## src/common/cpu_settings.svh

```systemverilog
`ifndef CPU_SETTINGS_SVH
`define CPU_SETTINGS_SVH

// Memory, accumulator and I/O word width
`define CPU_DATA_WIDTH 16

// Memory address and program counter width
`define CPU_ADDR_WIDTH 6

// Direct operand address held in an instruction field
`define CPU_OPND_ADDR_WIDTH 3

// Address of the first instruction after reset
`define CPU_RESET_PC 6'd8

`endif

```

## src/common/cpu_pkg.sv

```systemverilog
`include "cpu_settings.svh"

package cpu_pkg;

    typedef enum logic [3:0] {
        op_mov  = 4'd0,
        op_add  = 4'd1,
        op_sub  = 4'd2,
        op_mul  = 4'd3,
        op_in   = 4'd7,
        op_out  = 4'd8,
        op_stop = 4'd15
    } opcode_e;

    // One operand field, with indirect flag on top
    typedef struct packed {
        logic                            indirect;
        logic [`CPU_OPND_ADDR_WIDTH-1:0] addr;
    } operand_t;

    typedef struct packed {
        opcode_e  opcode;
        operand_t op1;
        operand_t op2;
        operand_t op3;
    } instr_ops_t;

    // Raw view, used for presence tests and the MOV mode
    typedef struct packed {
        opcode_e    opcode;
        logic [3:0] nib1;
        logic [3:0] nib2;
        logic [3:0] nib3;
    } instr_nibs_t;

    typedef union packed {
        instr_ops_t  ops;
        instr_nibs_t nibs;
    } instr_word_t;

    // MOV mode nibble encodings
    localparam logic [3:0] mov_mode_mem = 4'h0;
    localparam logic [3:0] mov_mode_imm = 4'h8;

    typedef enum logic [3:0] {
        fetch,
        fetch_wait,
        decode,
        op1_indirect,
        op2_indirect,
        op3_indirect,
        op1_ready,
        op2_ready,
        op3_ready,
        second_word,
        second_word_ready,
        stopped
    } state_e;

    typedef enum logic [1:0] {
        alu_add,
        alu_sub,
        alu_mul
    } alu_op_e;

endpackage

```

## src/design/cpu_alu.sv

```systemverilog
`include "cpu_settings.svh"

module cpu_alu (
    input  cpu_pkg::alu_op_e           op,
    input  logic [`CPU_DATA_WIDTH-1:0] a,
    input  logic [`CPU_DATA_WIDTH-1:0] b,
    output logic [`CPU_DATA_WIDTH-1:0] result
);

    // Results wrap to the word width
    always_comb begin
        case (op)
            cpu_pkg::alu_add: result = a + b;
            cpu_pkg::alu_sub: result = a - b;
            cpu_pkg::alu_mul: result = a * b;
            default:          result = a + b;
        endcase
    end

endmodule

```

## src/design/cpu_regs.sv

```systemverilog
`include "cpu_settings.svh"

module cpu_regs (
    input  logic                       clk,
    input  logic                       rst_n,
    input  logic                       pc_inc,
    input  logic                       ir_ld,
    input  logic                       ir_low_ld,
    input  logic                       acc_ld,
    input  logic                       acc_from_alu,
    input  logic                       out_ld,
    input  logic [`CPU_DATA_WIDTH-1:0] mem_in,
    input  logic [`CPU_DATA_WIDTH-1:0] alu_result,
    output logic [`CPU_ADDR_WIDTH-1:0] pc,
    output cpu_pkg::instr_word_t       ir,
    output logic [`CPU_DATA_WIDTH-1:0] ir_low,
    output logic [`CPU_DATA_WIDTH-1:0] acc,
    output logic [`CPU_DATA_WIDTH-1:0] out
);

    logic [`CPU_DATA_WIDTH-1:0] acc_d;

    // Accumulator takes either a memory word or the ALU result
    assign acc_d = acc_from_alu ? alu_result : mem_in;

    always_ff @(posedge clk or negedge rst_n) begin
        if (!rst_n) begin
            pc <= `CPU_RESET_PC;
        end else if (pc_inc) begin
            pc <= pc + 1'b1;
        end
    end

    always_ff @(posedge clk or negedge rst_n) begin
        if (!rst_n) begin
            ir     <= '0;
            ir_low <= '0;
        end else begin
            if (ir_ld)
                ir <= mem_in;
            if (ir_low_ld)
                ir_low <= mem_in;
        end
    end

    always_ff @(posedge clk or negedge rst_n) begin
        if (!rst_n) begin
            acc <= '0;
        end else if (acc_ld) begin
            acc <= acc_d;
        end
    end

    // Standard output word
    always_ff @(posedge clk or negedge rst_n) begin
        if (!rst_n) begin
            out <= '0;
        end else if (out_ld) begin
            out <= mem_in;
        end
    end

endmodule

```

## src/control/cpu_control.sv

```systemverilog
`include "cpu_settings.svh"

module cpu_control (
    input  logic                       clk,
    input  logic                       rst_n,
    input  logic [`CPU_ADDR_WIDTH-1:0] pc,
    input  cpu_pkg::instr_word_t       ir,
    input  logic [`CPU_DATA_WIDTH-1:0] ir_low,
    input  logic [`CPU_DATA_WIDTH-1:0] acc,
    input  logic [`CPU_DATA_WIDTH-1:0] mem_in,
    input  logic [`CPU_DATA_WIDTH-1:0] in,
    input  logic [`CPU_DATA_WIDTH-1:0] alu_result,
    output logic                       mem_we,
    output logic [`CPU_ADDR_WIDTH-1:0] mem_addr,
    output logic [`CPU_DATA_WIDTH-1:0] mem_data,
    output logic                       pc_inc,
    output logic                       ir_ld,
    output logic                       ir_low_ld,
    output logic                       acc_ld,
    output logic                       acc_from_alu,
    output logic                       out_ld,
    output cpu_pkg::alu_op_e           alu_op,
    output logic                       halted
);

    cpu_pkg::state_e            state;
    cpu_pkg::state_e            state_next;
    cpu_pkg::opcode_e           opcode;
    cpu_pkg::operand_t          op1;
    cpu_pkg::operand_t          op2;
    cpu_pkg::operand_t          op3;
    logic [`CPU_ADDR_WIDTH-1:0] ind_addr;
    logic                       mov_imm;
    logic [1:0]                 stop_after;
    logic [1:0]                 stop_idx;
    cpu_pkg::operand_t          stop_opnd;
    cpu_pkg::state_e            stop_state;

    function automatic logic [`CPU_ADDR_WIDTH-1:0] opnd_addr(input cpu_pkg::operand_t o);
        return {{(`CPU_ADDR_WIDTH-`CPU_OPND_ADDR_WIDTH){1'b0}}, o.addr};
    endfunction

    // Where to go after issuing the read of an operand address
    function automatic cpu_pkg::state_e rd_state(input cpu_pkg::operand_t o,
                                                 input cpu_pkg::state_e ind,
                                                 input cpu_pkg::state_e rdy);
        return o.indirect ? ind : rdy;
    endfunction

    // First present STOP operand after position "after", 0 when none is left
    function automatic logic [1:0] next_stop(input cpu_pkg::instr_word_t w,
                                             input logic [1:0] after);
        logic [1:0] idx;
        idx = 2'd0;
        if (after < 2'd3 && w.nibs.nib3 != 4'd0)
            idx = 2'd3;
        if (after < 2'd2 && w.nibs.nib2 != 4'd0)
            idx = 2'd2;
        if (after < 2'd1 && w.nibs.nib1 != 4'd0)
            idx = 2'd1;
        return idx;
    endfunction

    assign opcode   = ir.ops.opcode;
    assign op1      = ir.ops.op1;
    assign op2      = ir.ops.op2;
    assign op3      = ir.ops.op3;
    assign ind_addr = mem_in[`CPU_ADDR_WIDTH-1:0];
    assign mov_imm  = (ir.nibs.nib3 == cpu_pkg::mov_mode_imm);
    assign halted   = (state == cpu_pkg::stopped);

    always_comb begin
        case (state)
            cpu_pkg::op1_ready: stop_after = 2'd1;
            cpu_pkg::op2_ready: stop_after = 2'd2;
            default:            stop_after = 2'd0;
        endcase
        stop_idx = next_stop(ir, stop_after);
        case (stop_idx)
            2'd1: begin
                stop_opnd  = op1;
                stop_state = rd_state(op1, cpu_pkg::op1_indirect, cpu_pkg::op1_ready);
            end
            2'd2: begin
                stop_opnd  = op2;
                stop_state = rd_state(op2, cpu_pkg::op2_indirect, cpu_pkg::op2_ready);
            end
            2'd3: begin
                stop_opnd  = op3;
                stop_state = rd_state(op3, cpu_pkg::op3_indirect, cpu_pkg::op3_ready);
            end
            default: begin
                stop_opnd  = op3;
                stop_state = cpu_pkg::stopped;
            end
        endcase
    end

    always_comb begin
        case (opcode)
            cpu_pkg::op_sub: alu_op = cpu_pkg::alu_sub;
            cpu_pkg::op_mul: alu_op = cpu_pkg::alu_mul;
            default:         alu_op = cpu_pkg::alu_add;
        endcase
    end

    always_ff @(posedge clk or negedge rst_n) begin
        if (!rst_n) begin
            state <= cpu_pkg::fetch;
        end else begin
            state <= state_next;
        end
    end

    always_comb begin
        state_next   = state;
        mem_we       = 1'b0;
        mem_addr     = pc;
        mem_data     = '0;
        pc_inc       = 1'b0;
        ir_ld        = 1'b0;
        ir_low_ld    = 1'b0;
        acc_ld       = 1'b0;
        acc_from_alu = 1'b0;
        out_ld       = 1'b0;

        case (state)
            cpu_pkg::fetch: begin
                pc_inc     = 1'b1;
                state_next = cpu_pkg::fetch_wait;
            end
            cpu_pkg::fetch_wait: begin
                ir_ld      = 1'b1;
                state_next = cpu_pkg::decode;
            end
            cpu_pkg::decode: begin
                case (opcode)
                    cpu_pkg::op_mov: begin
                        if (ir.nibs.nib3 == cpu_pkg::mov_mode_mem) begin
                            mem_addr   = opnd_addr(op2);
                            state_next = rd_state(op2, cpu_pkg::op2_indirect, cpu_pkg::op2_ready);
                        end else if (mov_imm) begin
                            // Second word sits right after the instruction
                            pc_inc     = 1'b1;
                            state_next = cpu_pkg::second_word;
                        end else begin
                            state_next = cpu_pkg::fetch;
                        end
                    end
                    cpu_pkg::op_add, cpu_pkg::op_sub, cpu_pkg::op_mul: begin
                        mem_addr   = opnd_addr(op2);
                        state_next = rd_state(op2, cpu_pkg::op2_indirect, cpu_pkg::op2_ready);
                    end
                    cpu_pkg::op_in: begin
                        mem_addr = opnd_addr(op1);
                        if (op1.indirect) begin
                            state_next = cpu_pkg::op1_ready;
                        end else begin
                            mem_we     = 1'b1;
                            mem_data   = in;
                            state_next = cpu_pkg::fetch;
                        end
                    end
                    cpu_pkg::op_out: begin
                        mem_addr   = opnd_addr(op1);
                        state_next = rd_state(op1, cpu_pkg::op1_indirect, cpu_pkg::op1_ready);
                    end
                    cpu_pkg::op_stop: begin
                        mem_addr   = opnd_addr(stop_opnd);
                        state_next = stop_state;
                    end
                    default: state_next = cpu_pkg::fetch;
                endcase
            end
            // Pointer word is on mem_in, follow it
            cpu_pkg::op1_indirect: begin
                mem_addr   = ind_addr;
                state_next = cpu_pkg::op1_ready;
            end
            cpu_pkg::op2_indirect: begin
                mem_addr   = ind_addr;
                state_next = cpu_pkg::op2_ready;
            end
            cpu_pkg::op3_indirect: begin
                mem_addr   = ind_addr;
                state_next = cpu_pkg::op3_ready;
            end
            cpu_pkg::op1_ready: begin
                state_next = cpu_pkg::fetch;
                case (opcode)
                    cpu_pkg::op_in: begin
                        mem_we   = 1'b1;
                        mem_addr = ind_addr;
                        mem_data = in;
                    end
                    cpu_pkg::op_out: out_ld = 1'b1;
                    // Indirect destination, the value waits in acc or ir_low
                    cpu_pkg::op_mov, cpu_pkg::op_add, cpu_pkg::op_sub, cpu_pkg::op_mul: begin
                        mem_we   = 1'b1;
                        mem_addr = ind_addr;
                        mem_data = (opcode == cpu_pkg::op_mov && mov_imm) ? ir_low : acc;
                    end
                    cpu_pkg::op_stop: begin
                        out_ld     = 1'b1;
                        mem_addr   = opnd_addr(stop_opnd);
                        state_next = stop_state;
                    end
                    default: state_next = cpu_pkg::fetch;
                endcase
            end
            cpu_pkg::op2_ready: begin
                state_next = cpu_pkg::fetch;
                case (opcode)
                    cpu_pkg::op_mov: begin
                        mem_addr = opnd_addr(op1);
                        if (op1.indirect) begin
                            acc_ld     = 1'b1;
                            state_next = cpu_pkg::op1_ready;
                        end else begin
                            mem_we   = 1'b1;
                            mem_data = mem_in;
                        end
                    end
                    cpu_pkg::op_add, cpu_pkg::op_sub, cpu_pkg::op_mul: begin
                        acc_ld     = 1'b1;
                        mem_addr   = opnd_addr(op3);
                        state_next = rd_state(op3, cpu_pkg::op3_indirect, cpu_pkg::op3_ready);
                    end
                    cpu_pkg::op_stop: begin
                        out_ld     = 1'b1;
                        mem_addr   = opnd_addr(stop_opnd);
                        state_next = stop_state;
                    end
                    default: state_next = cpu_pkg::fetch;
                endcase
            end
            cpu_pkg::op3_ready: begin
                state_next = cpu_pkg::fetch;
                case (opcode)
                    cpu_pkg::op_add, cpu_pkg::op_sub, cpu_pkg::op_mul: begin
                        mem_addr = opnd_addr(op1);
                        if (op1.indirect) begin
                            acc_ld       = 1'b1;
                            acc_from_alu = 1'b1;
                            state_next   = cpu_pkg::op1_ready;
                        end else begin
                            mem_we   = 1'b1;
                            mem_data = alu_result;
                        end
                    end
                    cpu_pkg::op_stop: begin
                        out_ld     = 1'b1;
                        state_next = cpu_pkg::stopped;
                    end
                    default: state_next = cpu_pkg::fetch;
                endcase
            end
            cpu_pkg::second_word: begin
                ir_low_ld  = 1'b1;
                state_next = cpu_pkg::second_word_ready;
            end
            cpu_pkg::second_word_ready: begin
                mem_addr = opnd_addr(op1);
                if (op1.indirect) begin
                    state_next = cpu_pkg::op1_ready;
                end else begin
                    mem_we     = 1'b1;
                    mem_data   = ir_low;
                    state_next = cpu_pkg::fetch;
                end
            end
            cpu_pkg::stopped: state_next = cpu_pkg::stopped;
            default: state_next = cpu_pkg::fetch;
        endcase
    end

endmodule

```

## src/design/cpu_top.sv

```systemverilog
`include "cpu_settings.svh"

module cpu_top (
    input  logic                       clk,
    input  logic                       rst_n,
    input  logic [`CPU_DATA_WIDTH-1:0] mem_in,
    input  logic [`CPU_DATA_WIDTH-1:0] in,
    output logic                       mem_we,
    output logic [`CPU_ADDR_WIDTH-1:0] mem_addr,
    output logic [`CPU_DATA_WIDTH-1:0] mem_data,
    output logic [`CPU_DATA_WIDTH-1:0] out,
    output logic [`CPU_ADDR_WIDTH-1:0] pc,
    output logic                       halted
);

    logic                       pc_inc;
    logic                       ir_ld;
    logic                       ir_low_ld;
    logic                       acc_ld;
    logic                       acc_from_alu;
    logic                       out_ld;
    cpu_pkg::instr_word_t       ir;
    logic [`CPU_DATA_WIDTH-1:0] ir_low;
    logic [`CPU_DATA_WIDTH-1:0] acc;
    logic [`CPU_DATA_WIDTH-1:0] alu_result;
    cpu_pkg::alu_op_e           alu_op;

    cpu_control u_control (
        .clk          (clk),
        .rst_n        (rst_n),
        .pc           (pc),
        .ir           (ir),
        .ir_low       (ir_low),
        .acc          (acc),
        .mem_in       (mem_in),
        .in           (in),
        .alu_result   (alu_result),
        .mem_we       (mem_we),
        .mem_addr     (mem_addr),
        .mem_data     (mem_data),
        .pc_inc       (pc_inc),
        .ir_ld        (ir_ld),
        .ir_low_ld    (ir_low_ld),
        .acc_ld       (acc_ld),
        .acc_from_alu (acc_from_alu),
        .out_ld       (out_ld),
        .alu_op       (alu_op),
        .halted       (halted)
    );

    cpu_regs u_regs (
        .clk          (clk),
        .rst_n        (rst_n),
        .pc_inc       (pc_inc),
        .ir_ld        (ir_ld),
        .ir_low_ld    (ir_low_ld),
        .acc_ld       (acc_ld),
        .acc_from_alu (acc_from_alu),
        .out_ld       (out_ld),
        .mem_in       (mem_in),
        .alu_result   (alu_result),
        .pc           (pc),
        .ir           (ir),
        .ir_low       (ir_low),
        .acc          (acc),
        .out          (out)
    );

    // Operand two sits in acc, operand three arrives on mem_in
    cpu_alu u_alu (
        .op     (alu_op),
        .a      (acc),
        .b      (mem_in),
        .result (alu_result)
    );

endmodule

```

## config.mk

```make
export PLATFORM = sky130hd
export DESIGN_NAME = cpu_top
export DESIGN_NICKNAME = d
export VERILOG_FILES = /design/src/common/cpu_pkg.sv /design/src/design/cpu_alu.sv /design/src/design/cpu_regs.sv /design/src/control/cpu_control.sv /design/src/design/cpu_top.sv
export VERILOG_INCLUDE_DIRS = /design/src /design/src/common
export SDC_FILE = /design/constraint.sdc
export NUM_CORES = 1
export LEC_CHECK = 0
export BUFFER_PORTS_ARGS = -buffer_cell sky130_fd_sc_hd__buf_2
export CAP_MARGIN = 20
export CORE_UTILIZATION = 45
export CTS_CLUSTER_SIZE = 14
export DETAILED_ROUTE_END_ITERATION = 8
export GPL_ROUTABILITY_DRIVEN = 0
export MAX_ROUTING_LAYER = met4
export PLACE_DENSITY = 0.66
export SYNTH_ARGS = -nofsm -noshare
export SYNTH_HDL_FRONTEND = slang
export SYNTH_SLANG_ARGS = --single-unit
```

## constraint.sdc

```tcl
create_clock -name clk -period 9.1 [get_ports clk]
set_clock_uncertainty 0.1 [all_clocks]
set_input_delay 1.82 -clock clk [delete_from_list [all_inputs] [get_ports clk]]
set_output_delay 1.82 -clock clk [all_outputs]
set_load 0.005 [all_outputs]
```

==> results.txt <==
----------------------------------------------------
[Run status]
  Outcome ... completed

[Synth]
  Share of synthesized registers carrying an async set or reset ... 1.00
  Mapped cell area ... 9480 sq um
  Count of distinct cell types in the synthesized netlist ... 75
  Net Count, Synth ... 1304
  Number of warning messages in the yosys log ... 0
  Mapped Cells ... 1122
  Synthesized-area fraction occupied by and/or/nand/nor cells ... 0.183
  Post-synthesis share of cell area spent on xor and xnor gates ... 0.0627
  Most used DFF post-synth ... sky130_fd_sc_hd__dfrtp_1
  Number of flops mapped to enable cells by yosys ... 0
  Share of the synthesized area in compound gates (AO/OA/AOI/OAI) ... 0.153
  Sequential cell area fraction in the yosys report ... 0.195
  Multiplexer area fraction after synthesis ... 0.0678
  Adder and majority gate portion of the synthesized area ... 0.259
  Flip-flop and latch count after synthesis ... 74
  Dominant combinational cell family by area after synthesis ... adder cells
  Post-Syn Area per Cell ... 8.45 sq um

[Floorplan]
  Die area ... 21700 sq um
  Die height ... 147 microns
  Count of standard-cell rows ... 52
  Die outline width ... 147 microns
  Initial Utilization ... 0.464
  Top Ports ... 80
  Area of the placeable core ... 20400 sq um

[Routing]
  Routed WL ... 29600 microns
  Wire per inst ... 20.4 microns
  Post-route DRC violation count ... 0
  Iteration count of the initial detailed-routing pass ... 6
  Avg Vias per Cell ... 5.85
  Post-DRT Antenna Nets ... 0
  Total via count in the routed design ... 8472
  Iteration-0 DRC count of the detailed router ... 756

[Timing]
  Final period util ... 0.983
  Final critical path time including I/O delays and setup ... 8950 ps
  Timing-limited maximum frequency ... 0.112 GHz
  Fin. Hold Viols ... 0
  Slew of the pin with the lowest slew margin ... 1070 ps
  Hold WS ... 393 ps
  Headroom to the max-slew limit ... 0.277
  Count of endpoints failing setup in the final report ... 0
  Final slew viol count ... 0

[Final layout]
  Area growth from synthesis to final layout ... 11.3%
  Number of diodes ... 0
  NumNets Final ... 1356
  Share of layout cells above drive strength 1 ... 0.160
  Commonest non-fill, non-tap cells in the layout ... sky130_fd_sc_hd__nand2_1, sky130_fd_sc_hd__inv_1, sky130_fd_sc_hd__fa_1
  Most common cell after layout, fill and taps aside ... sky130_fd_sc_hd__nand2_1

[Placed design]
  HPWL reported at the end of detailed placement ... 22000 microns
  Number of port buffers ... 79

[Clock network]
  TritonCTS clock tree ... built
  Clock net sink count ... 74
  Clk_lat worst skew ... 350 ps
  Clock buffer depth ... 2
  H-tree level count ... 3
  Number of hold-repair buffers added at the cts stage ... 0
  Number of buffers added by the clock tree synthesis step ... 9
  CTS clock-pin slew for the worst setup and hold paths ... 70 ps
  Clock tree root driver cell ... sky130_fd_sc_hd__clkbuf_16

[Setup path]
  Cell occurring most often along the worst timing path ... sky130_fd_sc_hd__fa_1
  Required time worst endpoint ... 7180 ps
  Max incr delay on CP ... 540 ps
  Data arrival time at the worst-slack endpoint ... 7030 ps
  Critical path capture point type ... primary output
  Start-to-end type of the worst setup path ... input port to primary output
  Slowest library cell on the worst path ... sky130_fd_sc_hd__fa_1
  Maximum net fanout on the critical path ... 8
  Cells traversed along the worst timing path ... clkbuf_4, buf_4, nand2_1, fa_1, fa_1, inv_1, fa_1, fa_1, fa_1, inv_1, fa_1, inv_1, ha_1, inv_2, nor2_1, a211o_1, a31oi_1, xnor2_1, mux2i_1, o211ai_1, buf_2
  Startpoint Class ... input port

[Global route]
  GRT Util Overall ... 0.290
  Total overflow reported by the global router ... 0
  Maximum number of pins on one net before global-route repair ... 75
  Initial antenna violation count ... 0
  Via count of the first global-routing pass ... 8435
  Global-route wire length before repair ... 46400 microns

[Worst hold path]
  Hold Path Class ... flip-flop to flip-flop

[Flow run]
  Maxcap violations ... 0

----------------------------------------------------
==> registers in the layout (all words and copies together), names as in the netlist <==
register / count
u_regs.out: 16
u_regs.pc: 6
u_control.state: 4
u_regs.acc: 16
u_regs.ir_low: 16
u_regs.ir: 16
==> critical path: cells and delay by family <==
family,cells,cell delay (ps)
adder cells (fa/ha/maj),7,3290
AO/OA/AOI/OAI,3,720
buffers and inverters,7,710
AND/OR/NAND/NOR,2,140
XOR/XNOR,1,190
multiplexers,1,150
==> cell type report <==
type / count / area [sq um]
clock buffers: 9 / 225
multi-input cells: 854 / 6940
clock inverters: 7 / 100
well taps: 270 / 338
repair buffers: 104 / 602
inverters: 131 / 492
flip-flops and latches: 74 / 1850
fillers: 1945 / 9880
==> per-layer routing <==
layer | up-vias | GRT usage | wire length, microns
met5 | - | - | 0
li1 | 3879 | - | -
met3 | 68 | 0.0547 | 2640
met1 | 4108 | 0.379 | 12600
met4 | 0 | 0.106 | 994
met2 | 417 | 0.446 | 13400
==> cells by family after synthesis <==
kind of cell,after synthesis
multiplexers,59
buffers and inverters,194
AO/OA/AOI/OAI,216
flip-flops,74
XOR/XNOR,67
AND/OR/NAND/NOR,364
adder cells (fa/ha/maj),148
==> Yosys cell counts (all sizes together) (4+ instances only) <==
library cell | number | area share
or2 | 4 | 0.0026
xor2 | 16 | 0.015
o221ai | 7 | 0.0071
a22o | 4 | 0.0037
nor3 | 17 | 0.0095
o211ai | 19 | 0.015
and2 | 62 | 0.041
nand2b | 10 | 0.0066
ha | 67 | 0.088
buf | 14 | 0.0069
a31oi | 8 | 0.0053
a222oi | 16 | 0.017
clkbuf | 49 | 0.019
a21oi | 53 | 0.028
and3 | 5 | 0.0033
nor3b | 5 | 0.0050
xnor2 | 51 | 0.048
fa | 81 | 0.17
inv | 131 | 0.052
dfrtp | 73 | 0.19
nor2b | 4 | 0.0026
o21ai | 50 | 0.026
a21o | 5 | 0.0041
nor2 | 77 | 0.030
o31ai | 8 | 0.0069
a211oi | 5 | 0.0040
nand2 | 148 | 0.059
mux2 | 42 | 0.050
mux2i | 17 | 0.018
o21a | 8 | 0.0063
nand3 | 14 | 0.0079
==> worst paths after layout <==
check,startpoint,endpoint,slack (ps),cells after the start
max,mem_in[1],mem_data[15],150,21
min,u_regs.out[1]$_DFFE_PN0P_,u_regs.out[1]$_DFFE_PN0P_,390,2
max reg2reg,u_regs.acc[2]$_DFFE_PN0P_,u_regs.acc[12]$_DFFE_PN0P_,3230,17
min reg2reg,u_regs.out[1]$_DFFE_PN0P_,u_regs.out[1]$_DFFE_PN0P_,390,2
max in group asynchronous,rst_n,u_regs.acc[0]$_DFFE_PN0P_,6740,1
min in group asynchronous,rst_n,u_regs.ir_low[12]$_DFFE_PN0P_,1500,1
==> repair_timing <==
item                                    CTS  global route
setup buffers                             0             0
gates resized for setup                   0             9
endpoints found under the setup margin    0             3
==> through the flow <==
step                      worst slack (ps)  setup TNS, ps  instance area, sq um   util  instances
after global routing                 -9.92          -10.2                 10600  0.517       1449
after global placement                 143              0                 10100  0.497       1431
after detailed placement              95.2              0                 10200  0.497       1432
final                                  152              0                 10600  0.517       1449
after CTS                             36.6              0                 10500  0.513       1448
after floorplan                        236              0                  9480      -       1122
Power is not shown: default switching activity piles up to over one toggle a cycle in this logic, so the estimate is an artifact.
